--- src/machine_mode_pkg.sv ---
// Machine-mode trap types for RV32 only; APB addresses are byte offsets of 32-bit words
`default_nettype none

package machine_mode_pkg;

  // Synchronous exception codes as stored in mcause when the interrupt bit is clear
  typedef enum logic [30:0] {
    INSN_MAL     = 31'd0,
    INSN_FAULT   = 31'd1,
    ILLEGAL_INSN = 31'd2,
    BREAKPOINT   = 31'd3,
    L_ADDR_MAL   = 31'd4,
    L_FAULT      = 31'd5,
    S_ADDR_MAL   = 31'd6,
    S_FAULT      = 31'd7,
    ENV_CALL_M   = 31'd11
  } ex_code_t;

  // Interrupt codes, which line up with the pending bit positions in mip
  typedef enum logic [30:0] {
    SOFT_INT  = 31'd3,
    TIMER_INT = 31'd7,
    EXT_INT   = 31'd11
  } int_code_t;

  // One cause field, read as an exception or an interrupt code
  typedef union packed {
    ex_code_t  exc; // Valid when the interrupt bit is clear
    int_code_t irq; // Valid when the interrupt bit is set
  } cause_u;

  typedef struct packed {
    logic   interrupt; // Bit 31 of mcause
    cause_u cause;
  } mcause_t;

  // Only the machine interrupt enable and its stacked copy are implemented
  typedef struct packed {
    logic [23:0] res_31_8;
    logic        pie;      // Bit 7, previous ie
    logic [2:0]  res_6_4;
    logic        ie;       // Bit 3, global machine interrupt enable
    logic [2:0]  res_2_0;
  } mstatus_t;

  typedef struct packed {
    logic [19:0] res_31_12;
    logic        meip;      // Bit 11
    logic [2:0]  res_10_8;
    logic        mtip;      // Bit 7
    logic [2:0]  res_6_4;
    logic        msip;      // Bit 3
    logic [2:0]  res_2_0;
  } mip_t;

  typedef struct packed {
    logic [19:0] res_31_12;
    logic        meie;
    logic [2:0]  res_10_8;
    logic        mtie;
    logic [2:0]  res_6_4;
    logic        msie;
    logic [2:0]  res_2_0;
  } mie_t;

  // Per-cycle trap conditions reported by the pipeline
  typedef struct packed {
    logic        timer_int;
    logic        soft_int;
    logic        ext_int;
    logic        fault_l;
    logic        mal_l;
    logic        fault_s;
    logic        mal_s;
    logic        breakpoint;
    logic        env_m;
    logic        illegal_insn;
    logic        fault_insn;
    logic        mal_insn;
    logic        ret;          // Return from trap
    logic [31:0] curr_epc;
    logic [31:0] curr_epc_p4;
    logic [31:0] fault_addr;
  } trap_req_t;

  typedef struct packed {
    mstatus_t mstatus;
    mie_t     mie;
    mip_t     mip;
  } csr_state_t;

  typedef struct packed {
    logic        mstatus_we;
    mstatus_t    mstatus_next;
    logic        mip_we;
    mip_t        mip_next;
    logic        mcause_we;
    mcause_t     mcause_next;
    logic        mepc_we;
    logic [31:0] mepc_next;
    logic        mbadaddr_we;
    logic [31:0] mbadaddr_next;
  } csr_update_t;

  typedef struct packed {
    logic        psel;
    logic        penable;
    logic        pwrite;
    logic [31:0] paddr;
    logic [31:0] pwdata;
  } apb_req_t;

  typedef struct packed {
    logic [31:0] prdata;
    logic        pready;
    logic        pslverr;
  } apb_rsp_t;

  // CSR map on APB
  parameter logic [7:0] MSTATUS_ADDR  = 8'h00;
  parameter logic [7:0] MIE_ADDR      = 8'h04;
  parameter logic [7:0] MTVEC_ADDR    = 8'h08;
  parameter logic [7:0] MEPC_ADDR     = 8'h0C;
  parameter logic [7:0] MCAUSE_ADDR   = 8'h10;
  parameter logic [7:0] MBADADDR_ADDR = 8'h14;
  parameter logic [7:0] MIP_ADDR      = 8'h18;

endpackage

`default_nettype wire

--- src/prv_control.sv ---
// Machine mode only, direct trap mode; intr and all next values are combinational from trap_req
`timescale 1ns/10ps
`default_nettype none

module prv_control import machine_mode_pkg::*; (
  input  trap_req_t   trap_req,
  input  csr_state_t  csr_state,
  output csr_update_t csr_update,
  output logic        intr
);

  ex_code_t  ex_src;
  logic      exception;
  int_code_t int_src;
  logic      interrupt;
  mip_t      pending;   // mip as it will be after this cycle's lines are merged
  logic      take_tmr;
  logic      take_sw;
  logic      take_ext;
  logic      addr_fault;
  logic      epc_plus4;

  // Lines raised this cycle join the bits already pending
  always_comb begin
    pending = csr_state.mip;
    if (trap_req.timer_int) pending.mtip = 1'b1;
    if (trap_req.soft_int)  pending.msip = 1'b1;
    if (trap_req.ext_int)   pending.meip = 1'b1; // External line lands in meip
  end

  assign take_tmr = pending.mtip & csr_state.mie.mtie;
  assign take_sw  = pending.msip & csr_state.mie.msie;
  assign take_ext = pending.meip & csr_state.mie.meie;

  // Enabled interrupts only count while the global enable is set
  assign interrupt = csr_state.mstatus.ie & (take_tmr | take_sw | take_ext);

  always_comb begin
    int_src = SOFT_INT;
    if (take_tmr) begin
      int_src = TIMER_INT; // Timer outranks the other two lines
    end else if (take_sw) begin
      int_src = SOFT_INT;
    end else if (take_ext) begin
      int_src = EXT_INT;
    end
  end

  // Data-side faults come first, then the instruction-side ones
  always_comb begin
    exception = 1'b1;
    ex_src    = INSN_MAL;
    if (trap_req.fault_l) begin
      ex_src = L_FAULT;
    end else if (trap_req.mal_l) begin
      ex_src = L_ADDR_MAL;
    end else if (trap_req.fault_s) begin
      ex_src = S_FAULT;
    end else if (trap_req.mal_s) begin
      ex_src = S_ADDR_MAL;
    end else if (trap_req.breakpoint) begin
      ex_src = BREAKPOINT;
    end else if (trap_req.env_m) begin
      ex_src = ENV_CALL_M;
    end else if (trap_req.illegal_insn) begin
      ex_src = ILLEGAL_INSN;
    end else if (trap_req.fault_insn) begin
      ex_src = INSN_FAULT;
    end else if (trap_req.mal_insn) begin
      ex_src = INSN_MAL;
    end else begin
      exception = 1'b0;
    end
  end

  // Exceptions are taken regardless of the enable bits
  assign intr = exception | interrupt;

  // Breakpoint and ecall resume after the trapping instruction
  assign epc_plus4 = exception & ((ex_src == BREAKPOINT) | (ex_src == ENV_CALL_M));

  assign addr_fault = exception & ((ex_src == L_FAULT) | (ex_src == L_ADDR_MAL) |
                                   (ex_src == S_FAULT) | (ex_src == S_ADDR_MAL) |
                                   (ex_src == INSN_FAULT) | (ex_src == INSN_MAL));

  always_comb begin
    csr_update = '0;

    // mip only changes when a line is raised, so software can clear it otherwise
    csr_update.mip_we   = trap_req.timer_int | trap_req.soft_int | trap_req.ext_int;
    csr_update.mip_next = pending;

    csr_update.mcause_we             = intr;
    csr_update.mcause_next.interrupt = ~exception;
    if (exception) begin
      csr_update.mcause_next.cause.exc = ex_src;
    end else begin
      csr_update.mcause_next.cause.irq = int_src;
    end

    csr_update.mepc_we   = intr;
    csr_update.mepc_next = epc_plus4 ? trap_req.curr_epc_p4 : trap_req.curr_epc;

    csr_update.mbadaddr_we   = addr_fault;
    csr_update.mbadaddr_next = trap_req.fault_addr;

    csr_update.mstatus_we   = intr | trap_req.ret;
    csr_update.mstatus_next = csr_state.mstatus;
    if (intr) begin
      csr_update.mstatus_next.pie = csr_state.mstatus.ie; // Stack the enable on entry
      csr_update.mstatus_next.ie  = 1'b0;
    end else if (trap_req.ret) begin
      csr_update.mstatus_next.ie = csr_state.mstatus.pie;
    end
  end

endmodule

`default_nettype wire

--- src/csr_machine.sv ---
// Seven machine CSRs with WARL masks on software writes; a trap update beats a same-cycle write
`timescale 1ns/10ps
`default_nettype none

module csr_machine import machine_mode_pkg::*; #(
  parameter int ADDR_W = 5
) (
  input  logic              clk,
  input  logic              rst,
  input  csr_update_t       csr_update,
  input  logic              wr_en,
  input  logic [ADDR_W-1:0] wr_addr,
  input  logic [31:0]       wr_data,
  input  logic [ADDR_W-1:0] rd_addr,
  output logic [31:0]       rd_data,
  output logic              addr_ok,
  output csr_state_t        csr_state,
  output logic [31:0]       trap_vector
);

  // Writable bits per register, everything else reads as zero
  localparam logic [31:0] MSTATUS_MASK = 32'h0000_0088;
  localparam logic [31:0] MIE_MASK     = 32'h0000_0888;
  localparam logic [31:0] MIP_MASK     = 32'h0000_0888;
  localparam logic [31:0] MTVEC_MASK   = 32'hFFFF_FFFC; // Direct mode, word aligned
  localparam logic [31:0] MEPC_MASK    = 32'hFFFF_FFFC;
  localparam logic [31:0] MCAUSE_MASK  = 32'h8000_000F;
  localparam logic [31:0] MTVEC_RESET  = 32'h0000_0100;

  mstatus_t    mstatus_q;
  mie_t        mie_q;
  logic [31:0] mtvec_q;
  logic [31:0] mepc_q;
  mcause_t     mcause_q;
  logic [31:0] mbadaddr_q;
  mip_t        mip_q;

  logic sw_mstatus;
  logic sw_mie;
  logic sw_mtvec;
  logic sw_mepc;
  logic sw_mcause;
  logic sw_mbadaddr;
  logic sw_mip;

  // Write strobes per register from the software port
  assign sw_mstatus  = wr_en & (wr_addr == ADDR_W'(MSTATUS_ADDR));
  assign sw_mie      = wr_en & (wr_addr == ADDR_W'(MIE_ADDR));
  assign sw_mtvec    = wr_en & (wr_addr == ADDR_W'(MTVEC_ADDR));
  assign sw_mepc     = wr_en & (wr_addr == ADDR_W'(MEPC_ADDR));
  assign sw_mcause   = wr_en & (wr_addr == ADDR_W'(MCAUSE_ADDR));
  assign sw_mbadaddr = wr_en & (wr_addr == ADDR_W'(MBADADDR_ADDR));
  assign sw_mip      = wr_en & (wr_addr == ADDR_W'(MIP_ADDR));

  // Registers only touched by software
  always_ff @(posedge clk) begin
    if (rst) begin
      mie_q   <= '0;
      mtvec_q <= MTVEC_RESET;
    end else begin
      if (sw_mie)   mie_q   <= mie_t'(wr_data & MIE_MASK);
      if (sw_mtvec) mtvec_q <= wr_data & MTVEC_MASK;
    end
  end

  // Registers shared with the trap path, where the trap update goes first
  always_ff @(posedge clk) begin
    if (rst) begin
      mstatus_q  <= '0;
      mepc_q     <= '0;
      mcause_q   <= '0;
      mbadaddr_q <= '0;
      mip_q      <= '0;
    end else begin
      if (csr_update.mstatus_we) begin
        mstatus_q <= csr_update.mstatus_next;
      end else if (sw_mstatus) begin
        mstatus_q <= mstatus_t'(wr_data & MSTATUS_MASK);
      end

      if (csr_update.mepc_we) begin
        mepc_q <= csr_update.mepc_next;
      end else if (sw_mepc) begin
        mepc_q <= wr_data & MEPC_MASK;
      end

      if (csr_update.mcause_we) begin
        mcause_q <= csr_update.mcause_next;
      end else if (sw_mcause) begin
        mcause_q <= mcause_t'(wr_data & MCAUSE_MASK);
      end

      if (csr_update.mbadaddr_we) begin
        mbadaddr_q <= csr_update.mbadaddr_next;
      end else if (sw_mbadaddr) begin
        mbadaddr_q <= wr_data;
      end

      if (csr_update.mip_we) begin
        mip_q <= csr_update.mip_next; // A raised line keeps its bit set
      end else if (sw_mip) begin
        mip_q <= mip_t'(wr_data & MIP_MASK);
      end
    end
  end

  // Read mux, which also tells the bus slave whether the address is mapped
  always_comb begin
    addr_ok = 1'b1;
    rd_data = '0;
    case (rd_addr)
      ADDR_W'(MSTATUS_ADDR):  rd_data = mstatus_q;
      ADDR_W'(MIE_ADDR):      rd_data = mie_q;
      ADDR_W'(MTVEC_ADDR):    rd_data = mtvec_q;
      ADDR_W'(MEPC_ADDR):     rd_data = mepc_q;
      ADDR_W'(MCAUSE_ADDR):   rd_data = mcause_q;
      ADDR_W'(MBADADDR_ADDR): rd_data = mbadaddr_q;
      ADDR_W'(MIP_ADDR):      rd_data = mip_q;
      default:                addr_ok = 1'b0; // Holes and misaligned offsets
    endcase
  end

  assign csr_state.mstatus = mstatus_q;
  assign csr_state.mie     = mie_q;
  assign csr_state.mip     = mip_q;
  assign trap_vector       = mtvec_q; // Direct mode, every trap enters here

endmodule

`default_nettype wire

--- src/csr_apb_slave.sv ---
// APB slave without wait states; ADDR_W must be below 32 and higher paddr bits must be zero
`timescale 1ns/10ps
`default_nettype none

module csr_apb_slave import machine_mode_pkg::*; #(
  parameter int ADDR_W = 5
) (
  input  logic              clk,
  input  logic              rst,
  input  apb_req_t          apb_req,
  output apb_rsp_t          apb_rsp,
  output logic              wr_en,
  output logic [ADDR_W-1:0] wr_addr,
  output logic [31:0]       wr_data,
  output logic [ADDR_W-1:0] rd_addr,
  input  logic [31:0]       rd_data,
  input  logic              addr_ok
);

  logic setup_q;    // Previous cycle was a setup phase
  logic access;
  logic high_zero;
  logic valid;

  // Remember the setup phase so that only a proper two-phase transfer is accepted
  always_ff @(posedge clk) begin
    if (rst) begin
      setup_q <= 1'b0;
    end else begin
      setup_q <= apb_req.psel & ~apb_req.penable;
    end
  end

  assign access    = apb_req.psel & apb_req.penable;
  assign high_zero = (apb_req.paddr[31:ADDR_W] == '0);
  assign valid     = setup_q & high_zero & addr_ok;

  // Both ports of the register block see the bus address directly
  assign rd_addr = apb_req.paddr[ADDR_W-1:0];
  assign wr_addr = apb_req.paddr[ADDR_W-1:0];
  assign wr_data = apb_req.pwdata;

  // Write lands at the edge that closes the access cycle
  assign wr_en = access & apb_req.pwrite & valid;

  always_comb begin
    apb_rsp.pready  = access;          // No wait states
    apb_rsp.pslverr = access & ~valid; // Unmapped or out of sequence
    apb_rsp.prdata  = '0;
    if (access & ~apb_req.pwrite & valid) begin
      apb_rsp.prdata = rd_data;
    end
  end

endmodule

`default_nettype wire

--- src/priv_unit_top.sv ---
// Machine trap unit top; CSRs at APB byte offsets 0x00 to 0x18, mtvec resets to 0x100
`timescale 1ns/10ps
`default_nettype none

module priv_unit_top import machine_mode_pkg::*; #(
  parameter int ADDR_W = 5
) (
  input  logic        clk,
  input  logic        rst,
  input  trap_req_t   trap_req,
  output logic        intr,
  output logic [31:0] trap_vector,
  input  apb_req_t    apb_req,
  output apb_rsp_t    apb_rsp
);

  csr_state_t        csr_state;
  csr_update_t       csr_update;
  logic              wr_en;
  logic [ADDR_W-1:0] wr_addr;
  logic [31:0]       wr_data;
  logic [ADDR_W-1:0] rd_addr;
  logic [31:0]       rd_data;
  logic              addr_ok;

  // Trap selection and next CSR values
  prv_control prv_control_i (
    .trap_req   (trap_req),
    .csr_state  (csr_state),
    .csr_update (csr_update),
    .intr       (intr)
  );

  csr_machine #(.ADDR_W(ADDR_W)) csr_machine_i (
    .clk         (clk),
    .rst         (rst),
    .csr_update  (csr_update),
    .wr_en       (wr_en),
    .wr_addr     (wr_addr),
    .wr_data     (wr_data),
    .rd_addr     (rd_addr),
    .rd_data     (rd_data),
    .addr_ok     (addr_ok),
    .csr_state   (csr_state),
    .trap_vector (trap_vector)
  );

  // Software access path
  csr_apb_slave #(.ADDR_W(ADDR_W)) csr_apb_slave_i (
    .clk     (clk),
    .rst     (rst),
    .apb_req (apb_req),
    .apb_rsp (apb_rsp),
    .wr_en   (wr_en),
    .wr_addr (wr_addr),
    .wr_data (wr_data),
    .rd_addr (rd_addr),
    .rd_data (rd_data),
    .addr_ok (addr_ok)
  );

endmodule

`default_nettype wire

--- config.mk ---
export PLATFORM = sky130hd
export DESIGN_NAME = priv_unit_top
export DESIGN_NICKNAME = d
export VERILOG_FILES = /design/src/machine_mode_pkg.sv /design/src/prv_control.sv /design/src/csr_machine.sv /design/src/csr_apb_slave.sv /design/src/priv_unit_top.sv
export SDC_FILE = /design/constraint.sdc
export NUM_CORES = 1
export LEC_CHECK = 0
export BUFFER_PORTS_ARGS = -buffer_cell sky130_fd_sc_hd__buf_2
export CAP_MARGIN = 15
export CORE_ASPECT_RATIO = 0.7
export CORE_MARGIN = 1.5
export CORE_UTILIZATION = 25
export DETAILED_ROUTE_END_ITERATION = 8
export PLACE_DENSITY_LB_ADDON = 0.1
export SKIP_LAST_GASP = 1
export SYNTH_ARGS = -nofsm -noshare
export SYNTH_HDL_FRONTEND = slang
export SYNTH_SLANG_ARGS = --single-unit
--- constraint.sdc ---
create_clock -name clk -period 3.4 [get_ports clk]
set_clock_uncertainty 0.2 [all_clocks]
set_input_delay 0.68 -clock clk [delete_from_list [all_inputs] [get_ports clk]]
set_output_delay 0.68 -clock clk [all_outputs]
set_load 0.005 [all_outputs]
==> flow_summary.toml, run 1 <==
[synth]
syn_area_per_cell_um2 = 7.54
ys.warnings.count = 0
synth_area_um2 = 6010
ys_async_sr_fraction_pct = 0
synthCells = 797
ys_seq_area_share_pct = 36.0
ys.flop_type = "dfxtp_1"
ys_ff_latch = 108
synth_edf_count = 0
synth_cell_types = 51

[pwr]
power_density_nw_per_um2 = 353
p_int_mw = 2.02
netSwitchingPower_mw = 0.775
switching_share_pct = 27.8
power.share.sequential_pct = 48.4
combPwrFrac_pct = 12.0
p_leak_nw = 3.21
peakVddDrop_mv = 0.219
clkPwrFrac_pct = 39.5

[route]
wire_per_inst_um = 19.8
via_per_inst = 5.15
drt-pass1-iter-count = 5
routed_wl_um = 26300
ant_nets = 0
remaining_drc_errors = 0
routed-via-count = 6866
drtIter0Drc = 498

[clock_network]
clk_pin_slew_ps = 70
postCtsSetupRepairBufs = 0
root_buffer = "clkbuf_16"
cts_tree = "built"
clock_sinks = 108
cts.path.max_buffers = 2
clk_latency_ps = 360
htree_num_levels = 3
numCtsBuffers = 9

[finish]
syn2layout_area_growth_pct = 31.6
mostFrequentLayoutCells = "buf_2, nand2_1, dfxtp_1"
layout_commonest_cell = "buf_2"
fin_nets = 1185
drive_gt1_share_pct = 31.1
stdcell_count = 1332

[sta]
slew_viol_final = 0
tightestPinTransition_ps = 662
post-route-period-util_pct = 94.8
min_period_ps = 3220
rsz0062_at_grt = "no"
hold_viol = 0
setup_viol = 0
tns_ps = 0
maxSlewHeadroom_pct = 55.9
fmax_mhz = 310

[global_route]
overflow = 0
grt_max_degree = 65
grt_util_all_layers_pct = 20.6
first_global_vias = 6436
grt_pass1_wl_um = 39800
antenna_found_initial = 4

[floorplan]
coreArea_um2 = 23600
pin_count = 245
start_util_pct = 25.4
die_y_um = 133
dieWidth_um = 188
dieArea_um2 = 25000
fp-row-count = 47

[setup_path]
start_kind = "primary input"
crit_start = "apb_req[36]"
cp_max_fo = 15
critical_path_class = "in2out"
crit_required_ps = 2520
r2r_start = "csr_apb_slave_i.setup_q$_SDFF_PP0_"
crit_path_end_kind = "output pin"
crit_arrival_ps = 2340

[status]
status = "complete, no violations"

[placement]
gp_congestion = 0.787
port_buffers = 242
placed_cells = 1314
dp_hpwl_um = 18900

[hold_path]
worstHoldStart = "csr_machine_i.trap_vector[31]$_SDFFE_PP0P_"
holdCritPathClass = "reg2reg"

[flow_run]
cap_violations = 0
## metrics by stage
stage                     setup WS, ps  power, mW  hold slack, ps  util [%]  cell area [um^2]
final                              178       2.79             273      33.5              7910
after detailed placement           148       1.72             262      32.2              7600
after global placement             239       1.72             257      32.2              7600
after global routing              56.4       2.91             291      33.4              7900
after CTS                          134       2.83             272      33.4              7900
after floorplan                    238       1.52             248         -              6020
## synth_stat cells (all sizes together) (4+ instances only)
| master | instances | area, um^2 |
|---|---|---|
| mux2i | 10 | 100 |
| o21ai | 7 | 35.0 |
| inv | 8 | 35.0 |
| or3 | 32 | 200 |
| a21oi | 64 | 320 |
| nor2 | 27 | 101 |
| nand2 | 219 | 822 |
| nand4 | 8 | 50.1 |
| clkbuf | 46 | 173 |
| nor3 | 41 | 205 |
| a311oi | 33 | 289 |
| and3 | 4 | 25.0 |
| mux2 | 4 | 45.0 |
| o311a | 31 | 310 |
| nand3 | 9 | 45.0 |
| a22oi | 28 | 210 |
| nor3b | 4 | 30.0 |
| buf | 32 | 239 |
| nor4 | 9 | 62.6 |
| a31oi | 34 | 213 |
| dfxtp | 108 | 2160 |
## sequential cells by signal (all words and copies together) (netlist names)
signal and count:
csr_machine_i.trap_vector 30, csr_machine_i.mcause_q 5, csr_apb_slave_i.setup_q 1, csr_machine_i.mepc_q 32
csr_machine_i.mbadaddr_q 32, csr_machine_i.csr_state 8
## cell type report
cell class                      instances  area (um^2)
Antenna cell                            2         5.00
Clock buffer                           10          239
Clock inverter                          6         60.1
Fill cell                            2635        15700
Inverter                                8         35.0
Multi-Input combinational cell        604         3450
Sequential cell                       108         2160
Tap cell                              318          398
Timing Repair Buffer                  276         1560
## layer usage
layer	up-vias	routed length [um]	global-route usage (%)
met5	-	24	0
met4	4	155	2.91
met3	11	2110	4.59
met2	290	10500	29.0
met1	3216	13600	31.8
li1	3345	-	-
## cells by family (layout without fill, tap and decap cells)
family,count (synthesis),in the layout,synth area share [%]
simple gates,375,375,28.8
other cells,1,4,0.0624
flops,108,108,36.0
compound gates,213,213,25.3
buf+inv,86,300,7.43
mux,14,14,2.41
## repair_timing
action	in CTS	in global routing
setup endpoints to repair	0	1
hold buffers	0	0
gates resized for setup	0	1
## power groups by stage
| stage | combinational, mW | sequential, mW | clock [mW] |
|---|---|---|---|
| 5_1_grt | 0.369 | 1.36 | 1.18 |
| 2_1_floorplan | 0.151 | 1.37 | 0 |
| 3_3_place_gp | 0.337 | 1.39 | 0 |
| 3_5_place_dp | 0.335 | 1.38 | 0 |
| 6_report | 0.336 | 1.35 | 1.10 |
| 4_1_cts | 0.337 | 1.35 | 1.14 |
## path summary, 6_finish.rpt
path,depth (start not counted),endpoint,slack [ps]
worst max-delay path,7,apb_rsp[6],180
worst max register to register,6,csr_machine_i.mepc_q[20]$_SDFFE_PP0P_,1020
worst min-delay path,2,csr_machine_i.trap_vector[31]$_SDFFE_PP0P_,270
worst min register to register,2,csr_machine_i.trap_vector[31]$_SDFFE_PP0P_,270
## critical path, cell delays in order
cell and delay [ps]:
buf_2 240, nor4b_2 430, and2_2 290, buf_4 250, a22oi_1 90, a21oi_1 200, buf_2 150
Note: power is estimated with default switching activity, not from simulation.
==> run 2: changes to the inputs <==
--- a/config.mk
+++ b/config.mk
@@ -11,8 +11,11 @@
 export CORE_MARGIN = 1.5
 export CORE_UTILIZATION = 25
 export DETAILED_ROUTE_END_ITERATION = 8
+export GPL_ROUTABILITY_DRIVEN = 1
 export PLACE_DENSITY_LB_ADDON = 0.1
+export REMOVE_ABC_BUFFERS = 1
 export SKIP_LAST_GASP = 1
+export SLEW_MARGIN = 20
 export SYNTH_ARGS = -nofsm -noshare
 export SYNTH_HDL_FRONTEND = slang
 export SYNTH_SLANG_ARGS = --single-unit
==> run 2 against run 1 <==
Sequential share of layout area is essentially flat. Via count shrank 0.63%. Critical path depth unchanged. Final area grew 0.17%. Largest cell class unchanged. Largest power group unchanged.
==> flow_summary.toml, run 2 (same netlist as run 1, synthesis figures left out) <==
[hold_path]
holdCritPathClass = "reg2reg"
holdPathEnd = "csr_machine_i.trap_vector[27]$_SDFFE_PP0P_"
worstHoldStart = "csr_machine_i.trap_vector[27]$_SDFFE_PP0P_"
hold_depth = 2

[sta]
slew_viol_final = 0
post-route-period-util_pct = 90.9
whs_ps = 272
maxSlewHeadroom_pct = 37.0
tns_ps = 0
rsz0062_at_grt = "no"
min_period_ps = 3090
setup_viol = 0
tightestPinTransition_ps = 945
hold_viol = 0
worst_slack_ps = 310
fmax_mhz = 324

[global_route]
overflow = 0
use_met2_pct = 30.0
grtUsageMet1_pct = 31.0
grt-busiest-layer = "met1"
grt_max_degree = 79
antenna_found_initial = 1
use_met3_pct = 3.77
first_global_vias = 6627
grt_util_all_layers_pct = 20.4
grt_pass1_wl_um = 39700

[floorplan]
die_y_um = 133
coreArea_um2 = 23600
fp-row-count = 47
dieArea_um2 = 25000
pin_count = 245
dieWidth_um = 188
start_util_pct = 25.4

[finish]
syn2layout_area_growth_pct = 31.8
final_core_util_pct = 33.5
stdcell_count = 1328
final_cell_area_um2 = 7920
drive_gt1_share_pct = 30.8
mostFrequentLayoutCells = "buf_2, nand2_1, dfxtp_1"
fin_nets = 1183
antennaDiodeCount = 0
layout_commonest_cell = "buf_2"

[placement]
placed_cells = 1312
dp_hpwl_um = 17300
port_buffers = 242
placed_area_um2 = 7620
pre_cts_ws_ps = 307
gp_congestion = 0.771

[route]
routed-via-count = 6823
via_per_inst = 5.14
ant_nets = 0
routed_wl_um = 25800
remaining_drc_errors = 0
wire_per_inst_um = 19.4
drtIter0Drc = 481
drt-pass1-iter-count = 5

[setup_path]
rr_worst_depth = 7
cpPeakStageDelay_ps = 380
start_kind = "primary input"
r2r_slack_ps = 1060
cp_max_fo = 32
crit_path_end_kind = "output pin"
crit_arrival_ps = 2210
r2r-end = "csr_machine_i.mepc_q[17]$_SDFFE_PP0P_"
worst_path_most_repeated_cell = "buf_2"
r2r_start = "csr_machine_i.csr_state[7]$_SDFFE_PP0P_"
critical_path_class = "in2out"
cpMaxStageDelayCell = "nor4b_1"
crit_required_ps = 2520
cp_cell_sequence = "buf_2 -> nor4b_1 -> and4_1 -> nand4_1 -> buf_12 -> a21oi_1 -> buf_2"

[status]
status = "complete, no violations"

[clock_network]
cts.path.max_buffers = 2
postCtsSetupRepairBufs = 0
htree_num_levels = 3
ctsResizeCount = 0
root_buffer = "clkbuf_16"
clk_pin_slew_ps = 70
numCtsBuffers = 9
clock_sinks = 108
cts_tree = "built"
hold_buffers = 0
clk_latency_ps = 350

[flow_run]
cap_violations = 0

[pwr]
total_power_mw = 2.76
power_density_nw_per_um2 = 348
peakVddDrop_mv = 0.217
p_leak_nw = 3.20
[run 2: report_power, final]
part | internal (mW) | switching [mW]
Combinational | 0.158 | 0.178
Clock | 0.562 | 0.514
Sequential | 1.32 | 0.0275
Total | 2.04 | 0.720
[run 2: critical path: cells and delay by family]
kind                   cells  cell delay [ps]
buffers and inverters      3              480
AO/OA/AOI/OAI              1              210
AND/OR/NAND/NOR            3              830
[run 2: per-layer routing]
layer | share of wire [%] | wire length (um)
met3 | 7.2 | 1860
met2 | 41 | 10700
met5 | 0 | 0
met1 | 51 | 13100
met4 | 0.74 | 191
[run 2: cell type report]
cell class                 count  area (um^2)
clock buffer                  12          267
inverter                       8         35.0
fill                        2573        15700
timing repair buffer         274         1580
multi-input combinational    604         3450
clock inverter                 4         32.5
tap                          318          398
sequential                   108         2160
[run 2: worst max-delay path by stage]
stage / from / endpoint / cells after the start
2_1_floorplan: apb_req[33] / apb_rsp[33] / 3
3_3_place_gp: apb_req[62] / apb_rsp[26] / 7
3_5_place_dp: apb_req[62] / apb_rsp[22] / 7
4_1_cts: apb_req[62] / apb_rsp[22] / 7
5_1_grt: apb_req[62] / apb_rsp[22] / 7
6_report: apb_req[62] / apb_rsp[22] / 7
==> run 3: changes to the inputs <==
--- a/config.mk
+++ b/config.mk
@@ -5,10 +5,10 @@
 export SDC_FILE = /design/constraint.sdc
 export NUM_CORES = 1
 export LEC_CHECK = 0
-export BUFFER_PORTS_ARGS = -buffer_cell sky130_fd_sc_hd__buf_2
+export BUFFER_PORTS_ARGS = -buffer_cell sky130_fd_sc_hd__buf_4
 export CAP_MARGIN = 15
 export CORE_ASPECT_RATIO = 0.7
-export CORE_MARGIN = 1.5
+export CORE_MARGIN = 3
 export CORE_UTILIZATION = 25
 export DETAILED_ROUTE_END_ITERATION = 8
 export GPL_ROUTABILITY_DRIVEN = 1
==> run 3 against run 2 <==
Critical path depth is 1 lower. Clock power up 6%. Sequential power hardly changed. Routed wire length increased by 1.2%. Utilization up 3.4 points. Non-clock buffer count rose by 2. First-iteration DRC count rose by 17%. Sequential share of layout area decreased by 2.0 points. Combinational power up 15%. Global-route usage down 0.82 points. Total power is 4.1% higher.
==> flow_summary.toml, run 3 (same netlist as run 1, synthesis figures left out) <==
[clock_network]
clk_latency_ps = 340
postCtsSetupRepairBufs = 0
clock_sinks = 108
numCtsBuffers = 9
cts_tree = "built"
cts.path.max_buffers = 2
ctsResizeCount = 0
hold_buffers = 0
root_buffer = "clkbuf_16"
clk_pin_slew_ps = 70
htree_num_levels = 3

[finish]
mostFrequentLayoutCells = "buf_4, nand2_1, dfxtp_1"
drive_gt1_share_pct = 30.9
layout_commonest_cell = "buf_4"
stdcell_count = 1324
antennaDiodeCount = 0
final_core_util_pct = 36.9
syn2layout_area_growth_pct = 42.0
nFillCells = 2482
fin_nets = 1185

[floorplan]
start_util_pct = 26.0
die_y_um = 136
fp-row-count = 46
pin_count = 245
dieArea_um2 = 26000
coreArea_um2 = 23100
dieWidth_um = 191

[placement]
placed_cells = 1308
dp_hpwl_um = 18200
gp_congestion = 0.788
port_buffers = 242

[route]
ant_nets = 0
remaining_drc_errors = 0
drtIter0Drc = 563
wire_per_inst_um = 19.7
routed_wl_um = 26100
via_per_inst = 5.10
drt-pass1-iter-count = 5
routed-via-count = 6749

[setup_path]
cp_max_fo = 21
crit_arrival_ps = 2260
crit_required_ps = 2520
crit_path_end_kind = "output pin"
critical_path_class = "in2out"
start_kind = "primary input"

[global_route]
antenna_found_initial = 0
first_global_vias = 6657
grt_max_degree = 77
overflow = 0
grt_pass1_wl_um = 39500
grt_util_all_layers_pct = 19.6

[sta]
setup_viol = 0
post-route-period-util_pct = 92.2
slew_viol_final = 0
tightestPinTransition_ps = 917
rsz0062_at_grt = "no"
fmax_mhz = 319
min_period_ps = 3140
hold_viol = 0
maxSlewHeadroom_pct = 38.8

[status]
status = "complete, no violations"

[pwr]
p_leak_nw = 3.37
peakVddDrop_mv = 0.221
power_density_nw_per_um2 = 337

[flow_run]
cap_violations = 0

[hold_path]
holdCritPathClass = "reg2reg"
run 3: per-layer routing:
layer	vias up	track usage [%]	wire [um]
met3	13	4.97	2130
met5	-	0	0
met2	262	29.0	11000
li1	3347	-	-
met4	0	3.38	200
met1	3127	29.0	12800
run 3: stage by stage:
step | instance area, um^2 | power [mW] | hold slack, ps | setup slack, ps | setup TNS [ps]
3_3_place_gp | 8220 | 1.77 | 260 | 256 | 0
2_1_floorplan | 5600 | 1.49 | 242 | -1270 | -52730
4_1_cts | 8540 | 2.91 | 272 | 259 | 0
5_1_grt | 8540 | 3.00 | 287 | 183 | 0
6_report | 8540 | 2.87 | 271 | 264 | 0
3_5_place_dp | 8220 | 1.77 | 260 | 255 | 0
run 3: power breakdown:
group          leakage, nW  total [mW]  internal (mW)  switching [mW]
Clock                0.153        1.14          0.620           0.518
Combinational         2.33       0.388          0.214           0.173
Sequential           0.890        1.35           1.32          0.0288
Total                 3.37        2.87           2.15           0.720
run 3: layout make-up:
class                      count  area (um^2)  area share (%)
clock buffer                  12          256            3.00
clock inverter                 4         56.3           0.660
inverter                       8         35.0           0.410
multi-input combinational    604         3450            40.4
sequential                   108         2160            25.3
tap                          312          390            4.57
timing repair buffer         276         2180            25.6
run 3: final timing paths:
kind	from	endpoint	slack, ps	cells past startpoint
worst max-delay path	trap_req[100]	intr	260	6
worst min-delay path	csr_machine_i.trap_vector[17]$_SDFFE_PP0P_	csr_machine_i.trap_vector[17]$_SDFFE_PP0P_	270	2
worst max register to register	csr_machine_i.csr_state[7]$_SDFFE_PP0P_	csr_machine_i.mepc_q[16]$_SDFFE_PP0P_	910	7
worst min register to register	csr_machine_i.trap_vector[17]$_SDFFE_PP0P_	csr_machine_i.trap_vector[17]$_SDFFE_PP0P_	270	2
run 3: worst max-delay path: stages:
cell and delay, ps:
buf_4 110, or4_4 530, and4bb_2 400, and2_4 250, inv_6 110, buf_4 170
